==> src/hdl/rob_cfg_pkg.sv <==
`default_nettype none

package rob_cfg_pkg;

    // reorder buffer depth
    localparam int rob_n_entries = 8;
    localparam int rob_id_width = $clog2(rob_n_entries);

    // architectural register file
    localparam int arf_n_regs = 16;
    localparam int arf_id_width = $clog2(arf_n_regs);

    // datapath widths
    localparam int reg_data_width = 32;
    localparam int addr_width = 32;

endpackage

`default_nettype wire

==> src/hdl/rob_types_pkg.sv <==
`default_nettype none

package rob_types_pkg;

    typedef logic [rob_cfg_pkg::rob_id_width-1:0] rob_id_t;
    typedef logic [rob_cfg_pkg::arf_id_width-1:0] arf_id_t;
    typedef logic [rob_cfg_pkg::reg_data_width-1:0] reg_data_t;
    typedef logic [rob_cfg_pkg::addr_width-1:0] addr_t;

    // what dispatch hands over per instruction
    typedef struct packed {
        logic dst_valid;
        arf_id_t dst_arf_id;
        addr_t pc;
    } rob_dispatch_t;

    // one buffer slot
    // pc_npc holds the pc until a resolved npc replaces it
    typedef struct packed {
        logic dst_valid;
        arf_id_t dst_arf_id;
        addr_t pc_npc;
        logic br_mispred;
        logic reg_ready;
        reg_data_t reg_data;
    } rob_entry_t;

    // alu or load writeback
    typedef struct packed {
        logic valid;
        rob_id_t rob_id;
        reg_data_t reg_data;
    } rob_wb_t;

    // resolved branch from the alu
    typedef struct packed {
        logic valid;
        logic mispred;
        addr_t npc;
    } rob_npc_t;

    typedef struct packed {
        logic valid;
        rob_id_t rob_id;
        logic dst_valid;
        arf_id_t arf_id;
        reg_data_t reg_data;
    } rob_retire_t;

    typedef struct packed {
        logic valid;
        addr_t pc;
    } rob_redirect_t;

endpackage

`default_nettype wire

==> src/hdl/rob_queue.sv <==
`timescale 1ns/1ps
`default_nettype none

module rob_queue #(
    parameter int n_read_ports = 2,
    parameter int n_write_ports = 3
) (
    input wire logic clk,
    input wire logic rst,

    // enqueue at the tail
    input wire logic enq_valid,
    output logic enq_ready,
    input wire rob_types_pkg::rob_entry_t enq_data,
    output rob_types_pkg::rob_id_t enq_id,

    // dequeue from the head
    input wire logic deq_en,
    output rob_types_pkg::rob_entry_t head_data,
    output logic head_occupied,
    output rob_types_pkg::rob_id_t head_id,

    // random access reads
    input wire rob_types_pkg::rob_id_t [n_read_ports-1:0] rd_id,
    output rob_types_pkg::rob_entry_t [n_read_ports-1:0] rd_data,

    // random access writes, higher port index wins
    input wire logic [n_write_ports-1:0] wr_en,
    input wire rob_types_pkg::rob_id_t [n_write_ports-1:0] wr_id,
    input wire rob_types_pkg::rob_entry_t [n_write_ports-1:0] wr_data,

    // whole state for the owner to merge updates against
    output rob_types_pkg::rob_entry_t [rob_cfg_pkg::rob_n_entries-1:0] entries,
    output logic [rob_cfg_pkg::rob_n_entries-1:0] occupied,

    input wire logic flush
);

    // pointers carry one extra wrap bit above the index
    logic [rob_cfg_pkg::rob_id_width:0] head_ptr;
    logic [rob_cfg_pkg::rob_id_width:0] tail_ptr;

    rob_types_pkg::rob_entry_t [rob_cfg_pkg::rob_n_entries-1:0] mem;
    logic [rob_cfg_pkg::rob_n_entries-1:0] occ;

    logic full;
    logic do_enq;
    logic do_deq;

    // same index, opposite wrap bit
    assign full = (head_ptr[rob_cfg_pkg::rob_id_width] != tail_ptr[rob_cfg_pkg::rob_id_width])
        && (head_ptr[rob_cfg_pkg::rob_id_width-1:0] == tail_ptr[rob_cfg_pkg::rob_id_width-1:0]);

    assign enq_ready = !full;
    assign enq_id = tail_ptr[rob_cfg_pkg::rob_id_width-1:0];
    assign head_id = head_ptr[rob_cfg_pkg::rob_id_width-1:0];

    assign head_data = mem[head_id];
    assign head_occupied = occ[head_id];

    assign do_enq = enq_valid && !full;
    // an empty head slot is never dequeued
    assign do_deq = deq_en && occ[head_id];

    assign entries = mem;
    assign occupied = occ;

    always_comb begin
        for (int r = 0; r < n_read_ports; r++) begin
            rd_data[r] = mem[rd_id[r]];
        end
    end

    // pointers and occupancy
    always_ff @(posedge clk) begin
        if (rst || flush) begin
            head_ptr <= '0;
            tail_ptr <= '0;
            occ <= '0;
        end else begin
            if (do_enq) begin
                tail_ptr <= tail_ptr + 1'b1;
                occ[enq_id] <= 1'b1;
            end
            if (do_deq) begin
                head_ptr <= head_ptr + 1'b1;
                occ[head_id] <= 1'b0;
            end
        end
    end

    // payload storage
    // enqueue targets a free slot, so it never meets a port write
    always_ff @(posedge clk) begin
        for (int p = 0; p < n_write_ports; p++) begin
            // stale ids are dropped here
            if (wr_en[p] && occ[wr_id[p]]) begin
                mem[wr_id[p]] <= wr_data[p];
            end
        end
        if (do_enq) begin
            mem[enq_id] <= enq_data;
        end
    end

endmodule

`default_nettype wire

==> src/hdl/rob.sv <==
`timescale 1ns/1ps
`default_nettype none

module rob (
    input wire logic clk,
    input wire logic rst,

    // dispatch, valid/ready
    input wire logic dispatch_valid,
    output logic dispatch_ready,
    output rob_types_pkg::rob_id_t dispatch_rob_id,
    input wire rob_types_pkg::rob_dispatch_t dispatch_data,

    // completion events
    input wire logic iiq_wakeup_valid,
    input wire rob_types_pkg::rob_id_t iiq_wakeup_rob_id,
    input wire rob_types_pkg::rob_wb_t alu_wb,
    input wire rob_types_pkg::rob_npc_t alu_npc,
    input wire rob_types_pkg::rob_wb_t ld_wb,

    // operand reads
    input wire rob_types_pkg::rob_id_t src1_id,
    input wire rob_types_pkg::rob_id_t src2_id,
    output logic src1_ready,
    output logic src2_ready,
    output rob_types_pkg::reg_data_t src1_data,
    output rob_types_pkg::reg_data_t src2_data,

    output rob_types_pkg::rob_retire_t retire,
    output rob_types_pkg::rob_redirect_t redirect,

    input wire logic flush
);

    rob_types_pkg::rob_entry_t dispatch_entry;
    rob_types_pkg::rob_entry_t [rob_cfg_pkg::rob_n_entries-1:0] q_entries;
    logic [rob_cfg_pkg::rob_n_entries-1:0] q_occupied;

    rob_types_pkg::rob_entry_t head_entry;
    logic head_occupied;
    rob_types_pkg::rob_id_t head_id;
    logic head_done;

    rob_types_pkg::rob_id_t [1:0] rd_id;
    rob_types_pkg::rob_entry_t [1:0] rd_data;

    // port 0 wakeup, port 1 alu, port 2 load
    logic [2:0] wr_en;
    rob_types_pkg::rob_id_t [2:0] wr_id;
    rob_types_pkg::rob_entry_t [2:0] wr_data;

    // new entries start not ready and without a mispredict
    always_comb begin
        dispatch_entry = '0;
        dispatch_entry.dst_valid = dispatch_data.dst_valid;
        dispatch_entry.dst_arf_id = dispatch_data.dst_arf_id;
        dispatch_entry.pc_npc = dispatch_data.pc;
    end

    // each port rewrites the slot it hits, starting from what is stored
    always_comb begin
        wr_en = {ld_wb.valid, alu_wb.valid, iiq_wakeup_valid};
        wr_id = {ld_wb.rob_id, alu_wb.rob_id, iiq_wakeup_rob_id};

        wr_data[0] = q_entries[iiq_wakeup_rob_id];
        wr_data[0].reg_ready = 1'b1;

        wr_data[1] = q_entries[alu_wb.rob_id];
        wr_data[1].reg_data = alu_wb.reg_data;
        if (alu_npc.valid) begin
            wr_data[1].pc_npc = alu_npc.npc;
            wr_data[1].br_mispred = alu_npc.mispred;
        end

        // load data is ready as soon as it lands
        wr_data[2] = q_entries[ld_wb.rob_id];
        wr_data[2].reg_data = ld_wb.reg_data;
        wr_data[2].reg_ready = 1'b1;
    end

    assign rd_id = {src2_id, src1_id};

    // a freed slot must not look ready
    assign src1_ready = rd_data[0].reg_ready && q_occupied[src1_id];
    assign src1_data = rd_data[0].reg_data;
    assign src2_ready = rd_data[1].reg_ready && q_occupied[src2_id];
    assign src2_data = rd_data[1].reg_data;

    // head leaves once complete, either as retire or as redirect
    assign head_done = head_occupied && head_entry.reg_ready && !flush;

    always_comb begin
        retire.valid = head_done && !head_entry.br_mispred;
        retire.rob_id = head_id;
        retire.dst_valid = head_entry.dst_valid;
        retire.arf_id = head_entry.dst_arf_id;
        retire.reg_data = head_entry.reg_data;

        redirect.valid = head_done && head_entry.br_mispred;
        redirect.pc = head_entry.pc_npc;
    end

    rob_queue #(
        .n_read_ports(2),
        .n_write_ports(3)
    ) rob_queue_i (
        .clk(clk),
        .rst(rst),
        .enq_valid(dispatch_valid),
        .enq_ready(dispatch_ready),
        .enq_data(dispatch_entry),
        .enq_id(dispatch_rob_id),
        .deq_en(head_done),
        .head_data(head_entry),
        .head_occupied(head_occupied),
        .head_id(head_id),
        .rd_id(rd_id),
        .rd_data(rd_data),
        .wr_en(wr_en),
        .wr_id(wr_id),
        .wr_data(wr_data),
        .entries(q_entries),
        .occupied(q_occupied),
        .flush(flush)
    );

endmodule

`default_nettype wire

==> src/hdl/arf.sv <==
`timescale 1ns/1ps
`default_nettype none

module arf (
    input wire logic clk,
    input wire logic rst,

    // write side, fed straight from the rob head
    input wire rob_types_pkg::rob_retire_t retire,

    // single combinational read port
    input wire rob_types_pkg::arf_id_t rd_id,
    output rob_types_pkg::reg_data_t rd_data
);

    rob_types_pkg::reg_data_t [rob_cfg_pkg::arf_n_regs-1:0] regs;
    logic wr_en;

    // entries with no destination pass through without a write
    assign wr_en = retire.valid && retire.dst_valid;

    always_ff @(posedge clk) begin
        if (rst) begin
            regs <= '0;
        end else if (wr_en) begin
            regs[retire.arf_id] <= retire.reg_data;
        end
    end

    // value written at an edge shows here from the next cycle on
    assign rd_data = regs[rd_id];

endmodule

`default_nettype wire

==> src/hdl/rob_unit.sv <==
`timescale 1ns/1ps
`default_nettype none

module rob_unit (
    input wire logic clk,
    input wire logic rst,

    input wire logic dispatch_valid,
    output logic dispatch_ready,
    output rob_types_pkg::rob_id_t dispatch_rob_id,
    input wire rob_types_pkg::rob_dispatch_t dispatch_data,

    input wire logic iiq_wakeup_valid,
    input wire rob_types_pkg::rob_id_t iiq_wakeup_rob_id,
    input wire rob_types_pkg::rob_wb_t alu_wb,
    input wire rob_types_pkg::rob_npc_t alu_npc,
    input wire rob_types_pkg::rob_wb_t ld_wb,

    input wire rob_types_pkg::rob_id_t src1_id,
    input wire rob_types_pkg::rob_id_t src2_id,
    output logic src1_ready,
    output logic src2_ready,
    output rob_types_pkg::reg_data_t src1_data,
    output rob_types_pkg::reg_data_t src2_data,

    input wire logic flush,

    // retire also drives the arf write port
    output rob_types_pkg::rob_retire_t retire,
    output rob_types_pkg::rob_redirect_t redirect,

    input wire rob_types_pkg::arf_id_t arf_rd_id,
    output rob_types_pkg::reg_data_t arf_rd_data
);

    rob rob_i (
        .clk(clk),
        .rst(rst),
        .dispatch_valid(dispatch_valid),
        .dispatch_ready(dispatch_ready),
        .dispatch_rob_id(dispatch_rob_id),
        .dispatch_data(dispatch_data),
        .iiq_wakeup_valid(iiq_wakeup_valid),
        .iiq_wakeup_rob_id(iiq_wakeup_rob_id),
        .alu_wb(alu_wb),
        .alu_npc(alu_npc),
        .ld_wb(ld_wb),
        .src1_id(src1_id),
        .src2_id(src2_id),
        .src1_ready(src1_ready),
        .src2_ready(src2_ready),
        .src1_data(src1_data),
        .src2_data(src2_data),
        .retire(retire),
        .redirect(redirect),
        .flush(flush)
    );

    arf arf_i (
        .clk(clk),
        .rst(rst),
        .retire(retire),
        .rd_id(arf_rd_id),
        .rd_data(arf_rd_data)
    );

endmodule

`default_nettype wire

==> config.mk <==
export PLATFORM = sky130hd
export DESIGN_NAME = rob_unit
export DESIGN_NICKNAME = d
export VERILOG_FILES = /design/src/hdl/rob_cfg_pkg.sv /design/src/hdl/rob_types_pkg.sv /design/src/hdl/rob_queue.sv /design/src/hdl/rob.sv /design/src/hdl/arf.sv /design/src/hdl/rob_unit.sv
export SDC_FILE = /design/constraint.sdc
export NUM_CORES = 2
export LEC_CHECK = 0
export BUFFER_PORTS_ARGS = -buffer_cell sky130_fd_sc_hd__clkbuf_2
export CAP_MARGIN = 10
export CORE_MARGIN = 4
export CORE_UTILIZATION = 40
export CTS_CLUSTER_SIZE = 25
export DETAILED_ROUTE_END_ITERATION = 10
export MAX_ROUTING_LAYER = met4
export PLACE_DENSITY = 0.52
export SETUP_SLACK_MARGIN = 0.15
export SLEW_MARGIN = 20
export SYNTH_ARGS = -nofsm -noshare
export SYNTH_HDL_FRONTEND = slang
export SYNTH_SLANG_ARGS = --single-unit
==> constraint.sdc <==
create_clock -name clk -period 16.4 [get_ports clk]
set_input_delay 4.92 -clock clk [delete_from_list [all_inputs] [get_ports clk]]
set_output_delay 4.92 -clock clk [all_outputs]
set_load 0.005 [all_outputs]
Word-level counts from Yosys, hierarchy flattened
Cells that the tools add are included.

word-level totals
  bits in registers = 1,096
  logic and storage cells = 165
  output and inout port bits = 176
  input bits = 161

operators by class
  magnitude comparators = 15
  $add $sub $neg = 2
  bitwise logic cells = 3
  reductions and logical operators = 23
  mux-type cells = 53
  equality and inequality tests = 2

operator list
  operator                                                           number
  bitwise mux 568 bit                                                4
  2-to-1 mux 568 bit                                                 4
  binary-select mux 71 bit (select 3 bit)                            6
  demux 71 bit (select 3 bit)                                        4
  2-to-1 mux 71 bit                                                  8
  bitwise mux 512 bit                                                1
  binary-select mux 32 bit (select 4 bit)                            1
  demux 32 bit (select 4 bit)                                        1
  2-to-1 mux 33 bit                                                  3
  2-to-1 mux 32 bit                                                  2
  < comparator 3 x 4 -> 1 bit, second input constant                 7
  2-to-1 mux 8 bit                                                   3
  logical AND 1 bit                                                  19
  binary-select mux 1 bit (select 3 bit)                             6
  greater-or-equal comparator 3 x 1 -> 1 bit, second input constant  5
  < comparator 4 x 5 -> 1 bit, second input constant                 2
  adder 4 x 1 -> 4 bit, second input constant                        2
  AND 8 bit                                                          1
  2-to-1 mux 1 bit                                                   8
  NOT 8 bit                                                          1
  OR 8 bit                                                           1
  demux 1 bit (select 3 bit)                                         2
  greater-or-equal comparator 4 x 1 -> 1 bit, second input constant  1
  equality test 3 bit                                                1
  other kinds (3)                                                    5

Depth between registers and ports, before layout
  depth after elaboration = 12
  gate-level depth with buffers = 11

By module
A second synthesis with hierarchy kept.

unflattened totals
  cell total of the unflattened synthesis = 8,850
  area, all modules = 80,881.3 µm²

modules (own cells, without submodules)
  module     area each (µm²)  seq. area each (µm²)  cells an instance  instances
  rob_queue  48,201.2         11,691.2              5,446              1
  arf        23,264.8         10,249.8              2,680              1
  rob        9,415.3          0.0                   724                1

Worst setup path after synthesis
Ideal clock, no wire load.

  path kind = input to output
  from = input port src2_id[0]
  to = output port src2_data[17]
  stages = 5
  setup slack = 4.467 ns
  path buffers = 3
  data arrival time = 7.013 ns
  path through = clkbuf_1 > clkbuf_1 > buf_1 > mux4_2 > mux2_2

between the ends
  cells in the longest elaborated chain, start to end = 2

ends and longest elaborated chain
  element                                  line             RTL
  from (decl)                              rob_unit.sv:20   input wire rob_types_pkg::rob_id_t src2_id,
  binary-select mux 71 bit (select 3 bit)  rob_queue.sv:70  rd_data[r] = mem[rd_id[r]];
  2-to-1 mux 33 bit (not written as such)  rob_queue.sv:70
  to (decl)                                rob_unit.sv:24   output rob_types_pkg::reg_data_t src2_data,

Every way passes these cells. The select of a mux whose other input is x is not followed.

Worst setup path after layout
  from = input port arf_rd_id[0]
  to = output port arf_rd_data[1]

between the ends
  cells in the longest elaborated chain, start to end = 2

ends and longest elaborated chain
  element                                  line            RTL
  from (decl)                              rob_unit.sv:32  input wire rob_types_pkg::arf_id_t arf_rd_id,
  binary-select mux 32 bit (select 4 bit)  arf.sv:31       assign rd_data = regs[rd_id];
  2-to-1 mux 32 bit (not written as such)  arf.sv:31
  to (decl)                                rob_unit.sv:33  output rob_types_pkg::reg_data_t arf_rd_data

Every way passes these cells. The select of a mux whose other input is x is not followed.

==> results.json <==
{
  "hold-path-endpoint": "rob_i.rob_queue_i.entries[423]",
  "initial_drt_pass_iterations": 6,
  "place_ws_ns": 4.01,
  "cts_resized": 0,
  "setup_viol": 0,
  "p_seq_frac": 0.423,
  "floorplan.core_area_sq_um": 156000,
  "static-leakage-power_nw": 24.2,
  "power_density_nw_per_um2": 101,
  "timing.final.max_slew_violations": 0,
  "post_synth_inst_count": 6574,
  "crit_path_end_kind": "output port",
  "synth_async_sr_flop_share": 0,
  "critical_path_cell_with_the_highest_stage_delay": "sky130_fd_sc_hd__buf_4",
  "power_report.internal_total_mw": 5.03,
  "post_synth_edffs": 0,
  "rsz0062_at_grt": "false",
  "remaining_drc_errors": 0,
  "final_nets": 6580,
  "syn_area_sq_um": 62700,
  "status": "finished clean",
  "crit_path_frequent_cell": "sky130_fd_sc_hd__mux4_2",
  "drive_gt1_frac": 0.232,
  "post-synth-top-area-cell": "sky130_fd_sc_hd__dfxtp_1",
  "cts_tree": "done",
  "cp-start-kind": "input port",
  "place_hpwl_um": 161000,
  "r2r_setup_slack_ns": 8.28,
  "share_of_power_burned_in_the_clock_network": 0.443,
  "ff2ff_path_depth": 10,
  "cts_root_cell": "sky130_fd_sc_hd__clkbuf_16",
  "setup_total_negative_slack_ns": 0,
  "power.switching_fraction": 0.286,
  "skew_ns": 0.0461,
  "detailroute.via_count": 56800,
  "timing.critical_path.cells": "clkbuf_8 -> buf_4 -> mux4_2 -> mux4_2 -> clkbuf_2",
  "cts_post_setup_buffers_inserted": 0,
  "crit_path_max_fanout": 52,
  "globalRouteMet1Util": 0.441,
  "vias_per_cell": 6.60,
  "floorplan.die.width_um": 404,
  "portBuffers": 336,
  "cts-htree-levels": 4,
  "ioPinCount": 337,
  "worst_setup_hold_path_clk_slew_ns": 0.06,
  "starting_density": 0.402,
  "busiest_layer": "met2",
  "worstHoldStart": "rob_i.rob_queue_i.entries[423]",
  "gp_routability_congestion": 0.923,
  "final.setup.worst_slack_ns": 4.06,
  "finalCritPeriodShare": 0.752,
  "met2_grt_util": 0.492,
  "std_cell_rows": 145,
  "grt_pass1_vias": 55100,
  "synthesis.yosys.warnings": 0,
  "global_route_wire_length_before_repair_um": 399000,
  "cts_inserted_buffers": 134,
  "detail_routed_net_length_per_standard_cell_um": 32.0,
  "hold-path-cell-count": 2,
  "synthesis.area_per_instance_sq_um": 9.54,
  "combinational_cell_fraction_of_total_power": 0.134,
  "clkLatencyLatePin_ns": 0.80,
  "area.growth.synth_to_final_pct": 11.4,
  "yosys.area.top_type_share": 0.350,
  "report.final.hold_viol_count": 0,
  "ys.flop_type": "sky130_fd_sc_hd__dfxtp_1",
  "postSynthRegisterBits": 1096,
  "maximum_number_of_pins_on_one_net_before_global_route_repair": 188,
  "r2r-start": "rob_i.rob_queue_i.head_ptr[2]",
  "groute.usage.overall": 0.338,
  "postCtsHoldBufs": 0,
  "wl_um": 275000,
  "r2r_end": "arf_i.regs[482]",
  "path_class": "input port to output port",
  "slew_headroom": 0.120,
  "ant_nets": 0,
  "overflow": 0,
  "1st_iter_drt_viols": 6943,
  "max_cap_viol": 0,
  "cpPeakStageDelay_ns": 0.71,
  "ir_drop_mv": 0.114,
  "synth-seq-area-share": 0.350,
  "max_freq_ghz": 0.0811,
  "tightestPinTransition_ns": 1.32,
  "ranking_of_synthesized_cells_by_area": "sky130_fd_sc_hd__dfxtp_1, sky130_fd_sc_hd__mux4_2, sky130_fd_sc_hd__a221oi_1, sky130_fd_sc_hd__mux2i_1, sky130_fd_sc_hd__nand2_1",
  "die_area_sq_um": 163000,
  "min-delay-path-class": "flip-flop to flip-flop",
  "grt_antenna_before_repair": 38,
  "clock_sink_count": 1096,
  "arrival_ns": 7.42,
  "cts_buffer_depth": 3,
  "synthesized_netlist_net_count": 6737,
  "p_sw_mw": 2.02,
  "synth.distinct_cells": 71,
  "grt_use_met3": 0.0898,
  "die-height_um": 404,
  "crit_required_ns": 11.48,
  "fill_cells": 14900,
  "final_period_minus_worst_setup_slack_ns": 12.34
}
## per-layer routing
layer	vias up	part of all wire
li1	24200	-
met1	28400	0.41
met2	3464	0.43
met3	847	0.11
met4	0	0.051
met5	-	0
## layout make-up
| type | count | area [sq um] | area share |
|---|---|---|---|
| timing repair buffer | 471 | 2770 | 0.0396 |
| antenna | 31 | 77.6 | 0.00111 |
| clock inverter | 43 | 662 | 0.00947 |
| multi-input combinational | 4182 | 35900 | 0.514 |
| tap | 2058 | 2570 | 0.0369 |
| sequential | 1096 | 22000 | 0.314 |
| clock buffer | 196 | 3910 | 0.0559 |
| inverter | 532 | 2000 | 0.0286 |
## flip-flops by register name (all words and copies together) (netlist names)
register,flops
rob_i.rob_queue_i.occupied,8
rob_i.rob_queue_i.tail_ptr,4
rob_i.rob_queue_i.head_ptr,4
arf_i.regs,512
rob_i.rob_queue_i.entries,568
## cell usage after synthesis, drive strengths merged, types with 149 or more instances
master	instances
clkbuf	571
nand2	665
nor2	554
mux2i	286
dfxtp	1096
buf	193
a21oi	307
a221oi	555
mux4	483
a211oi	228
o21ai	313
inv	528
mux2	149
## layout by cell type (no fill, tap or decap), types with 10 or more instances in the layout
cell and count:
sky130_fd_sc_hd__nand2_1 665, sky130_fd_sc_hd__nand3_1 15, sky130_fd_sc_hd__o221ai_1 13, sky130_fd_sc_hd__a22o_1 111, sky130_fd_sc_hd__a221o_1 10, sky130_fd_sc_hd__o21a_1 13, sky130_fd_sc_hd__inv_1 526, sky130_fd_sc_hd__nand2b_2 12
sky130_fd_sc_hd__clkbuf_16 135, sky130_fd_sc_hd__clkbuf_2 323, sky130_fd_sc_hd__a211oi_1 228, sky130_fd_sc_hd__dfxtp_1 1093, sky130_fd_sc_hd__o31ai_1 37, sky130_fd_sc_hd__nor2_1 551, sky130_fd_sc_hd__a221oi_2 120, sky130_fd_sc_hd__buf_4 141
sky130_fd_sc_hd__a21boi_0 104, sky130_fd_sc_hd__nand3b_1 10, sky130_fd_sc_hd__o22ai_1 12, sky130_fd_sc_hd__nor2b_1 18, sky130_fd_sc_hd__mux4_2 483, sky130_fd_sc_hd__clkbuf_8 31, sky130_fd_sc_hd__a311oi_1 38, sky130_fd_sc_hd__a22oi_1 42
sky130_fd_sc_hd__o2bb2ai_1 38, sky130_fd_sc_hd__diode_2 31, sky130_fd_sc_hd__mux2_2 149, sky130_fd_sc_hd__a21oi_1 300, sky130_fd_sc_hd__a221oi_1 435, sky130_fd_sc_hd__mux2i_1 286, sky130_fd_sc_hd__clkbuf_1 31, sky130_fd_sc_hd__o21ai_0 307
sky130_fd_sc_hd__nand2b_1 10, sky130_fd_sc_hd__a21o_1 12, sky130_fd_sc_hd__clkinv_2 19
## logic make-up (layout without fill, tap and decap cells)
| kind of cell | after synthesis | count (layout) | synth area share |
|---|---|---|---|
| mux | 918 | 918 | 0.246 |
| xor+xnor | 9 | 9 | 0.00126 |
| other cells | 0 | 31 | 0 |
| fa+ha+maj | 2 | 2 | 0.000399 |
| buf+inv | 1296 | 1242 | 0.0835 |
| flops | 1096 | 1096 | 0.350 |
| simple gates | 1345 | 1345 | 0.0869 |
| compound gates | 1908 | 1908 | 0.232 |
## through the flow
step | util | instance area, sq um | cells | hold slack, ns | power [mW]
floorplan | - | 62700 | 6574 | 0.417 | 3.64
finish | 0.448 | 69900 | 8609 | 0.442 | 7.05
global route | 0.448 | 69900 | 8607 | 0.478 | 7.27
detailed placement | 0.418 | 65200 | 8339 | 0.431 | 3.95
CTS | 0.447 | 69800 | 8578 | 0.441 | 7.05
global placement | 0.418 | 65200 | 8337 | 0.430 | 3.93
## power by group through the flow
stage          sequential (mW)  combinational (mW)  clock [mW]
3_5_place_dp              3.02               0.928           0
2_1_floorplan             2.96               0.676           0
5_1_grt                   2.99                1.02        3.26
6_report                  2.98               0.946        3.12
3_3_place_gp              3.02               0.912           0
4_1_cts                   2.97               0.931        3.15
## critical path, delay by kind of cell
| kind | cells | cell delay (ns) |
|---|---|---|
| buffers and inverters | 3 | 1.32 |
| multiplexers | 2 | 1.15 |
## worst max path at each step
stage                             from              end  slack [ns]
after floorplan             src2_id[0]    src2_data[17]        4.47
after global placement    arf_rd_id[0]   arf_rd_data[1]        4.05
after detailed placement  arf_rd_id[0]   arf_rd_data[1]        4.01
after CTS                 arf_rd_id[0]  arf_rd_data[28]        4.01
after global routing      arf_rd_id[0]   arf_rd_data[1]        3.88
final                     arf_rd_id[0]   arf_rd_data[1]        4.06
No activity file was read; power rests on OpenSTA's default activity.
